**src/addrgen_pkg.sv**
```systemverilog
// Vector memory address generator, shared definitions
// Widths, request and channel payload types, and FSM encodings

`default_nettype none

package addrgen_pkg;

  //////////////////////////////////////////////////////////////////////
  // Sizes
  //////////////////////////////////////////////////////////////////////

  // Byte address width
  localparam int unsigned ADDR_W      = 32;
  // Data bus is 64 bits wide
  localparam int unsigned BUS_BYTES   = 8;
  localparam int unsigned BUS_SIZE    = 3;
  // Element count width
  localparam int unsigned VL_W        = 16;
  // Load/store unit request queue
  localparam int unsigned QUEUE_DEPTH = 4;
  localparam int unsigned QUEUE_PTR_W = $clog2(QUEUE_DEPTH);
  localparam int unsigned QUEUE_CNT_W = $clog2(QUEUE_DEPTH + 1);

  //////////////////////////////////////////////////////////////////////
  // Types
  //////////////////////////////////////////////////////////////////////

  typedef logic [ADDR_W-1:0] addr_t;
  typedef logic [VL_W-1:0]   vlen_t;
  typedef logic [31:0]       stride_t;
  // Beats minus one
  typedef logic [7:0]        ax_len_t;
  // log2 of bytes per beat
  typedef logic [2:0]        ax_size_t;

  // Element width, encoded as log2 of the byte count
  typedef enum logic [1:0] {
    EW8  = 2'd0,
    EW16 = 2'd1,
    EW32 = 2'd2,
    EW64 = 2'd3
  } vew_e;

  // One vector load or store from the sequencer
  typedef struct packed {
    addr_t   addr;
    vlen_t   vl;
    stride_t stride;
    vew_e    vew;
    logic    is_load;
    logic    is_burst;   // unit stride, issued as one INCR burst
  } vmem_req_t;

  // AR/AW payload, burst type is always INCR
  typedef struct packed {
    addr_t    addr;
    ax_len_t  len;
    ax_size_t size;
  } ax_req_t;

  // Copy of an issued request for the load/store units
  typedef struct packed {
    addr_t    addr;
    ax_len_t  len;
    ax_size_t size;
    logic     is_load;
  } lsu_req_t;

  // Control FSM
  typedef enum logic [1:0] {
    IDLE,
    CHECK,
    WAITING,
    REQUESTING
  } ctrl_state_e;

endpackage

`default_nettype wire

```
**src/addrgen_ctrl.sv**
```systemverilog
// Address generator control FSM
// Accepts a request, checks base alignment, waits out pending scalar
// stores and sequences the AX transfers until the request completes

`timescale 1ns/1ps
`default_nettype none

module addrgen_ctrl (
  input  wire logic                   clk_i,
  input  wire logic                   rst_ni,
  // Request from the sequencer
  input  wire addrgen_pkg::vmem_req_t req_i,
  input  wire logic                   req_valid_i,
  // Scalar store still in flight in the core
  input  wire logic                   core_st_pending_i,
  // Datapath status
  input  wire logic                   last_i,
  input  wire logic                   issue_ok_i,
  input  wire logic                   ax_done_i,
  // Datapath control
  output logic                        load_o,
  output logic                        step_o,
  output logic                        issue_o,
  output logic                        is_load_o,
  output logic                        is_burst_o,
  output addrgen_pkg::vew_e           vew_o,
  // Completion toward the sequencer
  output logic                        ack_o,
  output logic                        exc_o
);

  import addrgen_pkg::*;

  ctrl_state_e state_q, state_d;

  // Request attributes kept for the whole request
  logic is_load_q;
  logic is_burst_q;
  vew_e vew_q;

  // Alignment check of the base address against the element width
  logic [BUS_SIZE:0]   ew_bytes;
  logic [BUS_SIZE-1:0] ew_mask;
  logic                addr_misaligned;

  // One AX handshake completed on the selected channel
  logic xfer;

  assign ew_bytes        = (BUS_SIZE + 1)'(1) << vew_q;
  assign ew_mask         = BUS_SIZE'(ew_bytes - 1'b1);
  // Source holds the request until ack, so the base is still valid here
  assign addr_misaligned = |(req_i.addr[BUS_SIZE-1:0] & ew_mask);

  assign xfer = issue_ok_i && ax_done_i;

  //////////////////////////////////////////////////////////////////////
  // Next state and strobes
  //////////////////////////////////////////////////////////////////////

  always_comb begin
    state_d = state_q;
    load_o  = 1'b0;
    step_o  = 1'b0;
    issue_o = 1'b0;
    ack_o   = 1'b0;
    exc_o   = 1'b0;

    case (state_q)
      IDLE: begin
        // Capture the request into the datapath
        if (req_valid_i) begin
          load_o  = 1'b1;
          state_d = CHECK;
        end
      end
      CHECK: begin
        if (addr_misaligned) begin
          // Nothing goes out on AR/AW, only the exception
          ack_o   = 1'b1;
          exc_o   = 1'b1;
          state_d = IDLE;
        end else if (core_st_pending_i) begin
          state_d = WAITING;
        end else begin
          state_d = REQUESTING;
        end
      end
      WAITING: begin
        // Hold off until the core store drains
        if (!core_st_pending_i) begin
          state_d = REQUESTING;
        end
      end
      REQUESTING: begin
        issue_o = 1'b1;
        if (xfer) begin
          step_o = 1'b1;
          // Burst is a single transfer, strided ends on the last element
          if (is_burst_q || last_i) begin
            ack_o   = 1'b1;
            state_d = IDLE;
          end
        end
      end
      default: state_d = IDLE;
    endcase
  end

  //////////////////////////////////////////////////////////////////////
  // State and request attributes
  //////////////////////////////////////////////////////////////////////

  always_ff @(posedge clk_i or negedge rst_ni) begin
    if (!rst_ni) begin
      state_q    <= IDLE;
      is_load_q  <= 1'b0;
      is_burst_q <= 1'b0;
      vew_q      <= EW8;
    end else begin
      state_q <= state_d;
      if (load_o) begin
        is_load_q  <= req_i.is_load;
        is_burst_q <= req_i.is_burst;
        vew_q      <= req_i.vew;
      end
    end
  end

  assign is_load_o  = is_load_q;
  assign is_burst_o = is_burst_q;
  assign vew_o      = vew_q;

endmodule

`default_nettype wire

```
**src/addrgen_top.sv**
```systemverilog
// Vector memory address generator, top level
// Turns vector load/store requests into AR/AW requests and queues
// a copy of each one for the load/store units

`timescale 1ns/1ps
`default_nettype none

module addrgen_top (
  input  wire logic                   clk_i,
  input  wire logic                   rst_ni,
  // Sequencer side
  input  wire addrgen_pkg::vmem_req_t req_i,
  input  wire logic                   req_valid_i,
  output logic                        ack_o,
  output logic                        exc_o,
  input  wire logic                   core_st_pending_i,
  // AR channel
  output addrgen_pkg::ax_req_t        ar_o,
  output logic                        ar_valid_o,
  input  wire logic                   ar_ready_i,
  // AW channel
  output addrgen_pkg::ax_req_t        aw_o,
  output logic                        aw_valid_o,
  input  wire logic                   aw_ready_i,
  // Load/store unit queue
  output addrgen_pkg::lsu_req_t       lsu_req_o,
  output logic                        lsu_req_valid_o,
  input  wire logic                   lsu_req_ready_i
);

  import addrgen_pkg::*;

  logic     load;
  logic     step;
  logic     issue;
  logic     issue_ok;
  logic     ax_done;
  logic     is_load;
  logic     last;
  addr_t    cur_addr;
  ax_size_t beat_size;
  ax_len_t  beat_len;
  lsu_req_t q_data;
  logic     q_empty;
  logic     q_full;

  //////////////////////////////////////////////////////////////////////
  // Control
  //////////////////////////////////////////////////////////////////////

  addrgen_ctrl u_ctrl (
    .clk_i             (clk_i),
    .rst_ni            (rst_ni),
    .req_i             (req_i),
    .req_valid_i       (req_valid_i),
    .core_st_pending_i (core_st_pending_i),
    .last_i            (last),
    .issue_ok_i        (issue_ok),
    .ax_done_i         (ax_done),
    .load_o            (load),
    .step_o            (step),
    .issue_o           (issue),
    .is_load_o         (is_load),
    .is_burst_o        (),
    .vew_o             (),
    .ack_o             (ack_o),
    .exc_o             (exc_o)
  );

  //////////////////////////////////////////////////////////////////////
  // Datapath
  //////////////////////////////////////////////////////////////////////

  beat_width_select u_beat (
    .clk_i  (clk_i),
    .rst_ni (rst_ni),
    .load_i (load),
    .req_i  (req_i),
    .size_o (beat_size),
    .len_o  (beat_len)
  );

  stride_walker u_walker (
    .clk_i  (clk_i),
    .rst_ni (rst_ni),
    .load_i (load),
    .step_i (step),
    .req_i  (req_i),
    .addr_o (cur_addr),
    .last_o (last)
  );

  // Head direction comes straight from the queue output
  ax_formatter u_fmt (
    .issue_i          (issue),
    .is_load_i        (is_load),
    .addr_i           (cur_addr),
    .size_i           (beat_size),
    .len_i            (beat_len),
    .ar_ready_i       (ar_ready_i),
    .aw_ready_i       (aw_ready_i),
    .q_head_is_load_i (lsu_req_o.is_load),
    .q_empty_i        (q_empty),
    .q_full_i         (q_full),
    .ar_o             (ar_o),
    .ar_valid_o       (ar_valid_o),
    .aw_o             (aw_o),
    .aw_valid_o       (aw_valid_o),
    .issue_ok_o       (issue_ok),
    .ax_done_o        (ax_done),
    .q_data_o         (q_data)
  );

  lsu_req_queue u_queue (
    .clk_i           (clk_i),
    .rst_ni          (rst_ni),
    .push_i          (ax_done),
    .data_i          (q_data),
    .lsu_req_ready_i (lsu_req_ready_i),
    .lsu_req_o       (lsu_req_o),
    .lsu_req_valid_o (lsu_req_valid_o),
    .empty_o         (q_empty),
    .full_o          (q_full)
  );

endmodule

`default_nettype wire

```
**src/ax_formatter.sv**
```systemverilog
// AR/AW request formatter
// Builds channel and queue payloads, enforces load/store ordering
// through the queue head and steers valid and ready by direction

`timescale 1ns/1ps
`default_nettype none

module ax_formatter (
  input  wire logic                  issue_i,
  input  wire logic                  is_load_i,
  input  wire addrgen_pkg::addr_t    addr_i,
  input  wire addrgen_pkg::ax_size_t size_i,
  input  wire addrgen_pkg::ax_len_t  len_i,
  input  wire logic                  ar_ready_i,
  input  wire logic                  aw_ready_i,
  // Queue status
  input  wire logic                  q_head_is_load_i,
  input  wire logic                  q_empty_i,
  input  wire logic                  q_full_i,
  output addrgen_pkg::ax_req_t       ar_o,
  output logic                       ar_valid_o,
  output addrgen_pkg::ax_req_t       aw_o,
  output logic                       aw_valid_o,
  output logic                       issue_ok_o,
  output logic                       ax_done_o,
  output addrgen_pkg::lsu_req_t      q_data_o
);

  import addrgen_pkg::*;

  logic   order_ok;
  ax_req_t ax_req;

  // No switch of channel while the other direction is still queued
  assign order_ok = (q_empty_i || (q_head_is_load_i == is_load_i)) && !q_full_i;

  assign issue_ok_o = issue_i && order_ok;

  // Same payload on both channels, valid picks one
  assign ax_req = '{addr: addr_i, len: len_i, size: size_i};
  assign ar_o   = ax_req;
  assign aw_o   = ax_req;

  assign ar_valid_o = issue_ok_o && is_load_i;
  assign aw_valid_o = issue_ok_o && !is_load_i;

  // Handshake done, also the queue push
  assign ax_done_o = (ar_valid_o && ar_ready_i) || (aw_valid_o && aw_ready_i);

  assign q_data_o = '{addr: addr_i, len: len_i, size: size_i, is_load: is_load_i};

endmodule

`default_nettype wire

```
**src/beat_width_select.sv**
```systemverilog
// Beat size and burst length selection
// Narrows the beat for misaligned unit-stride stores and sizes the burst

`timescale 1ns/1ps
`default_nettype none

module beat_width_select (
  input  wire logic                   clk_i,
  input  wire logic                   rst_ni,
  input  wire logic                   load_i,
  input  wire addrgen_pkg::vmem_req_t req_i,
  output addrgen_pkg::ax_size_t       size_o,
  output addrgen_pkg::ax_len_t        len_o
);

  import addrgen_pkg::*;

  // Trailing zero count of a nonzero bus offset
  function automatic ax_size_t trailing_zeros(input logic [BUS_SIZE-1:0] value);
    ax_size_t cnt;
    cnt = ax_size_t'(BUS_SIZE);
    // Scan from the top so the lowest set bit wins
    for (int i = BUS_SIZE - 1; i >= 0; i--) begin
      if (value[i]) begin
        cnt = ax_size_t'(i);
      end
    end
    return cnt;
  endfunction

  logic [BUS_SIZE-1:0]      bus_offset;
  logic [VL_W+BUS_SIZE-1:0] total_bytes;
  ax_size_t                 size_d, size_q;
  ax_len_t                  len_d, len_q;

  assign bus_offset  = req_i.addr[BUS_SIZE-1:0];
  assign total_bytes = {{BUS_SIZE{1'b0}}, req_i.vl} << req_i.vew;

  always_comb begin
    if (!req_i.is_burst) begin
      // Strided, one element per beat
      size_d = ax_size_t'(req_i.vew);
      len_d  = '0;
    end else begin
      // Store unit can't realign, so shrink the beat to the start offset
      if (!req_i.is_load && (bus_offset != '0)) begin
        size_d = trailing_zeros(bus_offset);
      end else begin
        size_d = ax_size_t'(BUS_SIZE);
      end
      len_d = ax_len_t'((total_bytes - 1'b1) >> size_d);
    end
  end

  always_ff @(posedge clk_i or negedge rst_ni) begin
    if (!rst_ni) begin
      size_q <= '0;
      len_q  <= '0;
    end else if (load_i) begin
      size_q <= size_d;
      len_q  <= len_d;
    end
  end

  assign size_o = size_q;
  assign len_o  = len_q;

endmodule

`default_nettype wire

```
**src/lsu_req_queue.sv**
```systemverilog
// Load/store unit request queue
// Small FIFO of issued AX requests, popped by the load/store units

`timescale 1ns/1ps
`default_nettype none

module lsu_req_queue (
  input  wire logic                  clk_i,
  input  wire logic                  rst_ni,
  input  wire logic                  push_i,
  input  wire addrgen_pkg::lsu_req_t data_i,
  input  wire logic                  lsu_req_ready_i,
  output addrgen_pkg::lsu_req_t      lsu_req_o,
  output logic                       lsu_req_valid_o,
  output logic                       empty_o,
  output logic                       full_o
);

  import addrgen_pkg::*;

  lsu_req_t mem_q [QUEUE_DEPTH];

  logic [QUEUE_PTR_W-1:0] wr_ptr_q;
  logic [QUEUE_PTR_W-1:0] rd_ptr_q;
  logic [QUEUE_CNT_W-1:0] count_q;

  logic push;
  logic pop;

  assign empty_o = (count_q == '0);
  assign full_o  = (count_q == QUEUE_CNT_W'(QUEUE_DEPTH));

  // Drop pushes into a full queue
  assign push = push_i && !full_o;
  assign pop  = lsu_req_valid_o && lsu_req_ready_i;

  //////////////////////////////////////////////////////////////////////
  // Pointers and fill level
  //////////////////////////////////////////////////////////////////////

  always_ff @(posedge clk_i or negedge rst_ni) begin
    if (!rst_ni) begin
      wr_ptr_q <= '0;
      rd_ptr_q <= '0;
      count_q  <= '0;
    end else begin
      if (push) begin
        wr_ptr_q <= (wr_ptr_q == QUEUE_PTR_W'(QUEUE_DEPTH - 1)) ? '0 : wr_ptr_q + 1'b1;
      end
      if (pop) begin
        rd_ptr_q <= (rd_ptr_q == QUEUE_PTR_W'(QUEUE_DEPTH - 1)) ? '0 : rd_ptr_q + 1'b1;
      end
      // Simultaneous push and pop keeps the level
      if (push && !pop) begin
        count_q <= count_q + 1'b1;
      end else if (pop && !push) begin
        count_q <= count_q - 1'b1;
      end
    end
  end

  // Storage
  always_ff @(posedge clk_i) begin
    if (push) begin
      mem_q[wr_ptr_q] <= data_i;
    end
  end

  assign lsu_req_o       = mem_q[rd_ptr_q];
  assign lsu_req_valid_o = !empty_o;

endmodule

`default_nettype wire

```
**src/stride_walker.sv**
```systemverilog
// Element address walker
// Tracks the current element address and the elements still to issue

`timescale 1ns/1ps
`default_nettype none

module stride_walker (
  input  wire logic                   clk_i,
  input  wire logic                   rst_ni,
  // Capture base and vl
  input  wire logic                   load_i,
  // One AX transfer done, advance
  input  wire logic                   step_i,
  input  wire addrgen_pkg::vmem_req_t req_i,
  output addrgen_pkg::addr_t          addr_o,
  output logic                        last_o
);

  import addrgen_pkg::*;

  addr_t   addr_q;
  vlen_t   cnt_q;
  stride_t stride_q;

  always_ff @(posedge clk_i or negedge rst_ni) begin
    if (!rst_ni) begin
      addr_q   <= '0;
      cnt_q    <= '0;
      stride_q <= '0;
    end else if (load_i) begin
      addr_q   <= req_i.addr;
      cnt_q    <= req_i.vl;
      stride_q <= req_i.stride;
    end else if (step_i) begin
      // Next element, the stride is a byte offset
      addr_q <= addr_q + addr_t'(stride_q);
      cnt_q  <= cnt_q - vlen_t'(1);
    end
  end

  assign addr_o = addr_q;
  // Only one element left to request
  assign last_o = (cnt_q == vlen_t'(1));

endmodule

`default_nettype wire

```
**config.mk**
```make
export PLATFORM = sky130hd
export DESIGN_NAME = addrgen_top
export DESIGN_NICKNAME = d
export VERILOG_FILES = /design/src/addrgen_pkg.sv /design/src/addrgen_ctrl.sv /design/src/addrgen_top.sv /design/src/ax_formatter.sv /design/src/beat_width_select.sv /design/src/lsu_req_queue.sv /design/src/stride_walker.sv
export SDC_FILE = /design/constraint.sdc
export NUM_CORES = 1
export LEC_CHECK = 0
export ABC_AREA = 1
export BUFFER_PORTS_ARGS = -buffer_cell sky130_fd_sc_hd__buf_2
export CORE_UTILIZATION = 35
export CTS_CLUSTER_SIZE = 8
export DETAILED_ROUTE_END_ITERATION = 6
export PLACE_DENSITY_LB_ADDON = 0.1
export SYNTH_ARGS = -nofsm -noshare
export SYNTH_HDL_FRONTEND = slang
export SYNTH_SLANG_ARGS = --single-unit
```
**constraint.sdc**
```tcl
create_clock -name clk_i -period 4.34 [get_ports clk_i]
set_clock_uncertainty 0.2 [all_clocks]
set_input_delay 0.868 -clock clk_i [delete_from_list [all_inputs] [get_ports clk_i]]
set_output_delay 0.868 -clock clk_i [all_outputs]
set_load 0.03 [all_outputs]
```
==> qor_table.md <==
| Metric | Value |
|---|---|
| Total die area | 41500 sq um |
| Count of hold buffers inserted by post-cts repair | 0 |
| Number of remaining DRC errors | 0 |
| Initial DRT Pass Iterations | 5 |
| Register bit count reported by yosys | 275 |
| Worst hold path type | input port to asynchronous set/reset pin |
| CTS clock-pin slew for the worst setup and hold paths | 0.05 ns |
| Ranking of synthesized cells by area | sky130_fd_sc_hd__edfxtp_1, sky130_fd_sc_hd__dfrtp_1, sky130_fd_sc_hd__nand2_1 |
| Count of warnings emitted by yosys | 0 |
| TritonCTS clock tree | done |
| Ordered cell list for the critical path | buf_4 -> nand2_1 -> nand3_1 -> nand2_1 -> nand2_1 -> nand3_2 -> nand4_1 -> nand2_1 -> inv_2 -> o22ai_1 -> buf_2 |
| Worst setup path class | register to output pin |
| Number of antenna violations at the first check in global routing | 0 |
| Last element of the critical path | ack_o |
| Peak per-stage delay on the critical path | 0.41 ns |
| Final Hold Fails | 0 |
| Via count | 11462 |
| Final ANT Viol Nets | 0 |
| Unrepaired setup endpoints after global routing | no |
| Crit start category | register |
| Global Route met2 Usage | 0.322 |
| Worst reg2reg startpoint | u_queue.rd_ptr_q[0] |
| Minimum setup slack among reg-to-reg paths | 1.19 ns |
| Max Cap Viol | 0 |
| Maximum fanout along the worst path | 46 |
| R2r worst-path depth | 14 |
| Relative slew slack | 0.440 |
| Final WS setup | 0.550 ns |
| Overall power | 14.1 mW |
| Detail Placement HPWL | 29400 microns |
| Sum of overflow across all layers after global routing | 0 |
| Root buffer cell | sky130_fd_sc_hd__clkbuf_16 |
| Wirelength, routed | 42100 microns |
| Mean instance size in the synthesized netlist | 8.81 sq um |
| Final net count | 1930 |
| Synth top area share | 0.363 |
| Min Hold Slack | 0.143 ns |
| Setup slack at placement | 1.07 ns |
| Highest attainable clock frequency | 264 MHz |
| Post-synthesis cell type count | 37 |
| CP Capture Type | output pin |
| Lkg Pwr | 7.46 nW |
| Starting Density | 0.357 |
| Setup fix buffers added after clock tree synthesis | 0 |
| Floorplan die height | 204 microns |
| IO buf count | 222 |
| Final weighted congestion of routability-driven global placement | 0.869 |
| Post-Syn Area | 14200 sq um |
| Result of the run | completed |
| Count of instances resized after the clock tree is built | 0 |
| Horizontal extent of the die | 204 microns |
| Least-Margin Pin Slew | 0.840 ns |
| Fraction of final layout cells with drive strength greater than 1 | 0.174 |
| Post-route setup TNS | 0 ns |
| First-pass GRT wire length | 64800 microns |
| Number of primary I/O pins | 226 |
| CP max-delay cell | sky130_fd_sc_hd__buf_4 |
| Insertion delay to the later sink of the worst-skew pair | 0.55 ns |
| Cell Pwr Density | 846 nW/um^2 |
| Number of standard-cell rows in the floorplan | 73 |
| Data required time of the worst path | 3.27 ns |
| Via count of the first global-routing pass | 11151 |
| Total CTS buffers | 40 |
| Global routing usage on met3 | 0.0364 |
| Global routing's busiest layer | met2 |
| Part of the cycle the worst path needs | 0.873 |
| Max Buffers Root-to-Sink | 3 |
| Final Max Tran Viols | 0 |
| Post-layout min period | 3.79 ns |
| Count of routing violations after the opening detailed-route iteration | 716 |
| All-Layer GR Usage | 0.205 |
| Worst Setup SP | u_queue.rd_ptr_q[0] |
| Most common cell type on the critical path | sky130_fd_sc_hd__nand2_1 |
| Worst R2R End | u_queue.count_q[2] |
| Largest net degree at the start of global routing | 85 |
| Arrival time of data at the critical path endpoint | 2.72 ns |
| Synthesized netlist cell count | 1617 |
| Routed via count divided by cell count | 4.90 |
| CTS sink count | 275 |
| Count of final setup violators | 0 |
| Sequential element share of the synthesized area | 0.544 |
| Synthesis-to-layout area growth | 17.1% |
| Routed wire length per instance | 18.0 microns |
| GRT met1 Usage | 0.287 |
| Area of the core region | 39900 sq um |
| Total number of H-tree levels | 2 |
| Synth area leader | sky130_fd_sc_hd__edfxtp_1 |
| Worst vdd ir | 0.000285 V |
-- layer usage --
| layer | part of all wire | vias up |
|---|---|---|
| met5 | 0 | - |
| met4 | 0.023 | 0 |
| met3 | 0.043 | 52 |
| met2 | 0.46 | 237 |
| met1 | 0.48 | 5431 |
| li1 | - | 5742 |
-- logic make-up after synthesis --
| family | count (synthesis) | share of synthesized area |
|---|---|---|
| buffers and inverters | 214 | 0.0720 |
| flip-flops | 275 | 0.544 |
| AO/OA/AOI/OAI | 248 | 0.0935 |
| multiplexers | 1 | 0.000791 |
| other | 1 | 0.000263 |
| adder cells (fa/ha/maj) | 42 | 0.0379 |
| AND/OR/NAND/NOR | 806 | 0.233 |
| XOR/XNOR | 30 | 0.0184 |
-- layout make-up --
| cell class | instances | area (sq um) |
|---|---|---|
| Multi-Input combinational cell | 1130 | 5510 |
| Tap cell | 525 | 657 |
| Antenna cell | 2 | 5.00 |
| Clock buffer | 55 | 1060 |
| Timing Repair Buffer | 240 | 1260 |
| Inverter | 110 | 413 |
| Sequential cell | 275 | 7740 |
| Clock inverter | 3 | 30.0 |
| Fill cell | 4014 | 23200 |
-- critical path: cells and delay by family, from the launching register on --
kind	cells	cell delay [ns]
buf+inv	3	0.99
simple gates	7	0.66
flops	1	0.37
compound gates	1	0.14
-- sequential cells by signal (all words and copies together), names as in the netlist, 2 cells and up, named ones only --
| name | cells |
|---|---|
| u_queue.rd_ptr_q | 2 |
| u_walker.stride_q | 32 |
| u_ctrl.vew_o | 2 |
| u_beat.len_o | 8 |
| u_queue.count_q | 3 |
| u_queue.wr_ptr_q | 2 |
| u_walker.addr_o | 32 |
| u_beat.size_o | 2 |
| u_queue.mem_q | 172 |
| u_walker.cnt_q | 16 |
-- cells in the final DEF (no fill, tap or decap), types with 2 or more instances in the layout --
cell type                   synthesis  layout
sky130_fd_sc_hd__a21oi_1           43      43
sky130_fd_sc_hd__and2_1             4       4
sky130_fd_sc_hd__buf_2              7     221
sky130_fd_sc_hd__buf_4             49      18
sky130_fd_sc_hd__clkbuf_1          44      15
sky130_fd_sc_hd__clkbuf_16          0      40
sky130_fd_sc_hd__clkinv_1           2       2
sky130_fd_sc_hd__conb_1             1       3
sky130_fd_sc_hd__dfrtp_1          103     102
sky130_fd_sc_hd__diode_2            0       2
sky130_fd_sc_hd__edfxtp_1         172     172
sky130_fd_sc_hd__fa_1               2       2
sky130_fd_sc_hd__ha_1              40      40
sky130_fd_sc_hd__inv_1            103     103
sky130_fd_sc_hd__inv_2              5       5
sky130_fd_sc_hd__nand2_1          447     447
sky130_fd_sc_hd__nand3_1          124     124
sky130_fd_sc_hd__nand3b_1           7       7
sky130_fd_sc_hd__nand4_1           10      10
sky130_fd_sc_hd__nor2_1           182     178
sky130_fd_sc_hd__nor2_2             2       2
sky130_fd_sc_hd__nor2_4             1       5
sky130_fd_sc_hd__nor3_1             9       9
sky130_fd_sc_hd__o211ai_1           8       8
sky130_fd_sc_hd__o21ai_0          141     141
sky130_fd_sc_hd__o21ai_1            6       6
sky130_fd_sc_hd__o21bai_1           4       4
sky130_fd_sc_hd__o22ai_1           44      44
sky130_fd_sc_hd__or2_2             16      16
sky130_fd_sc_hd__xnor2_1           11      11
sky130_fd_sc_hd__xor2_1            19      19
-- per-stage QoR --
| step | instance area [sq um] | utilization | std cells |
|---|---|---|---|
| after global routing | 16700 | 0.418 | 2338 |
| after global placement | 15600 | 0.391 | 2280 |
| after detailed placement | 15600 | 0.391 | 2280 |
| final | 16700 | 0.418 | 2340 |
| after floorplan | 14300 | - | 1619 |
| after CTS | 16700 | 0.418 | 2338 |
-- cell usage after synthesis, drive strengths merged --
| library cell | instances |
|---|---|
| nand3b | 7 |
| o311ai | 1 |
| nand3 | 125 |
| buf | 60 |
| o21bai | 4 |
| edfxtp | 172 |
| o211ai | 8 |
| xnor2 | 11 |
| or2 | 16 |
| nor3b | 1 |
| mux2 | 1 |
| nor3 | 9 |
| ha | 40 |
| inv | 108 |
| o22ai | 44 |
| a21oi | 43 |
| conb | 1 |
| nand4 | 10 |
| nand2 | 448 |
| nor2 | 185 |
| fa | 2 |
| nor4 | 1 |
| xor2 | 19 |
| clkinv | 2 |
| a31oi | 1 |
| o21ai | 147 |
| and2 | 4 |
| clkbuf | 44 |
| dfrtp | 103 |
-- power breakdown --
part | internal (mW) | switching (mW) | total (mW) | leakage, nW
registers | 3.61 | 0.859 | 4.47 | 2.84
logic | 2.07 | 4.81 | 6.87 | 4.09
clock network | 1.67 | 1.10 | 2.77 | 0.526
total | 7.35 | 6.77 | 14.1 | 7.46
-- worst min path at each step --
stage                    startpoint                    end  depth (start not counted)
5_1_grt                      rst_ni  u_walker.stride_q[17]                          1
3_5_place_dp   u_walker.stride_q[0]   u_walker.stride_q[0]                          2
6_report                     rst_ni    u_walker.addr_o[16]                          1
4_1_cts                      rst_ni  u_walker.stride_q[17]                          1
2_1_floorplan  u_walker.stride_q[0]   u_walker.stride_q[0]                          2
3_3_place_gp   u_walker.stride_q[8]   u_walker.stride_q[8]                          2
No activity file was read; power rests on OpenSTA's default activity.
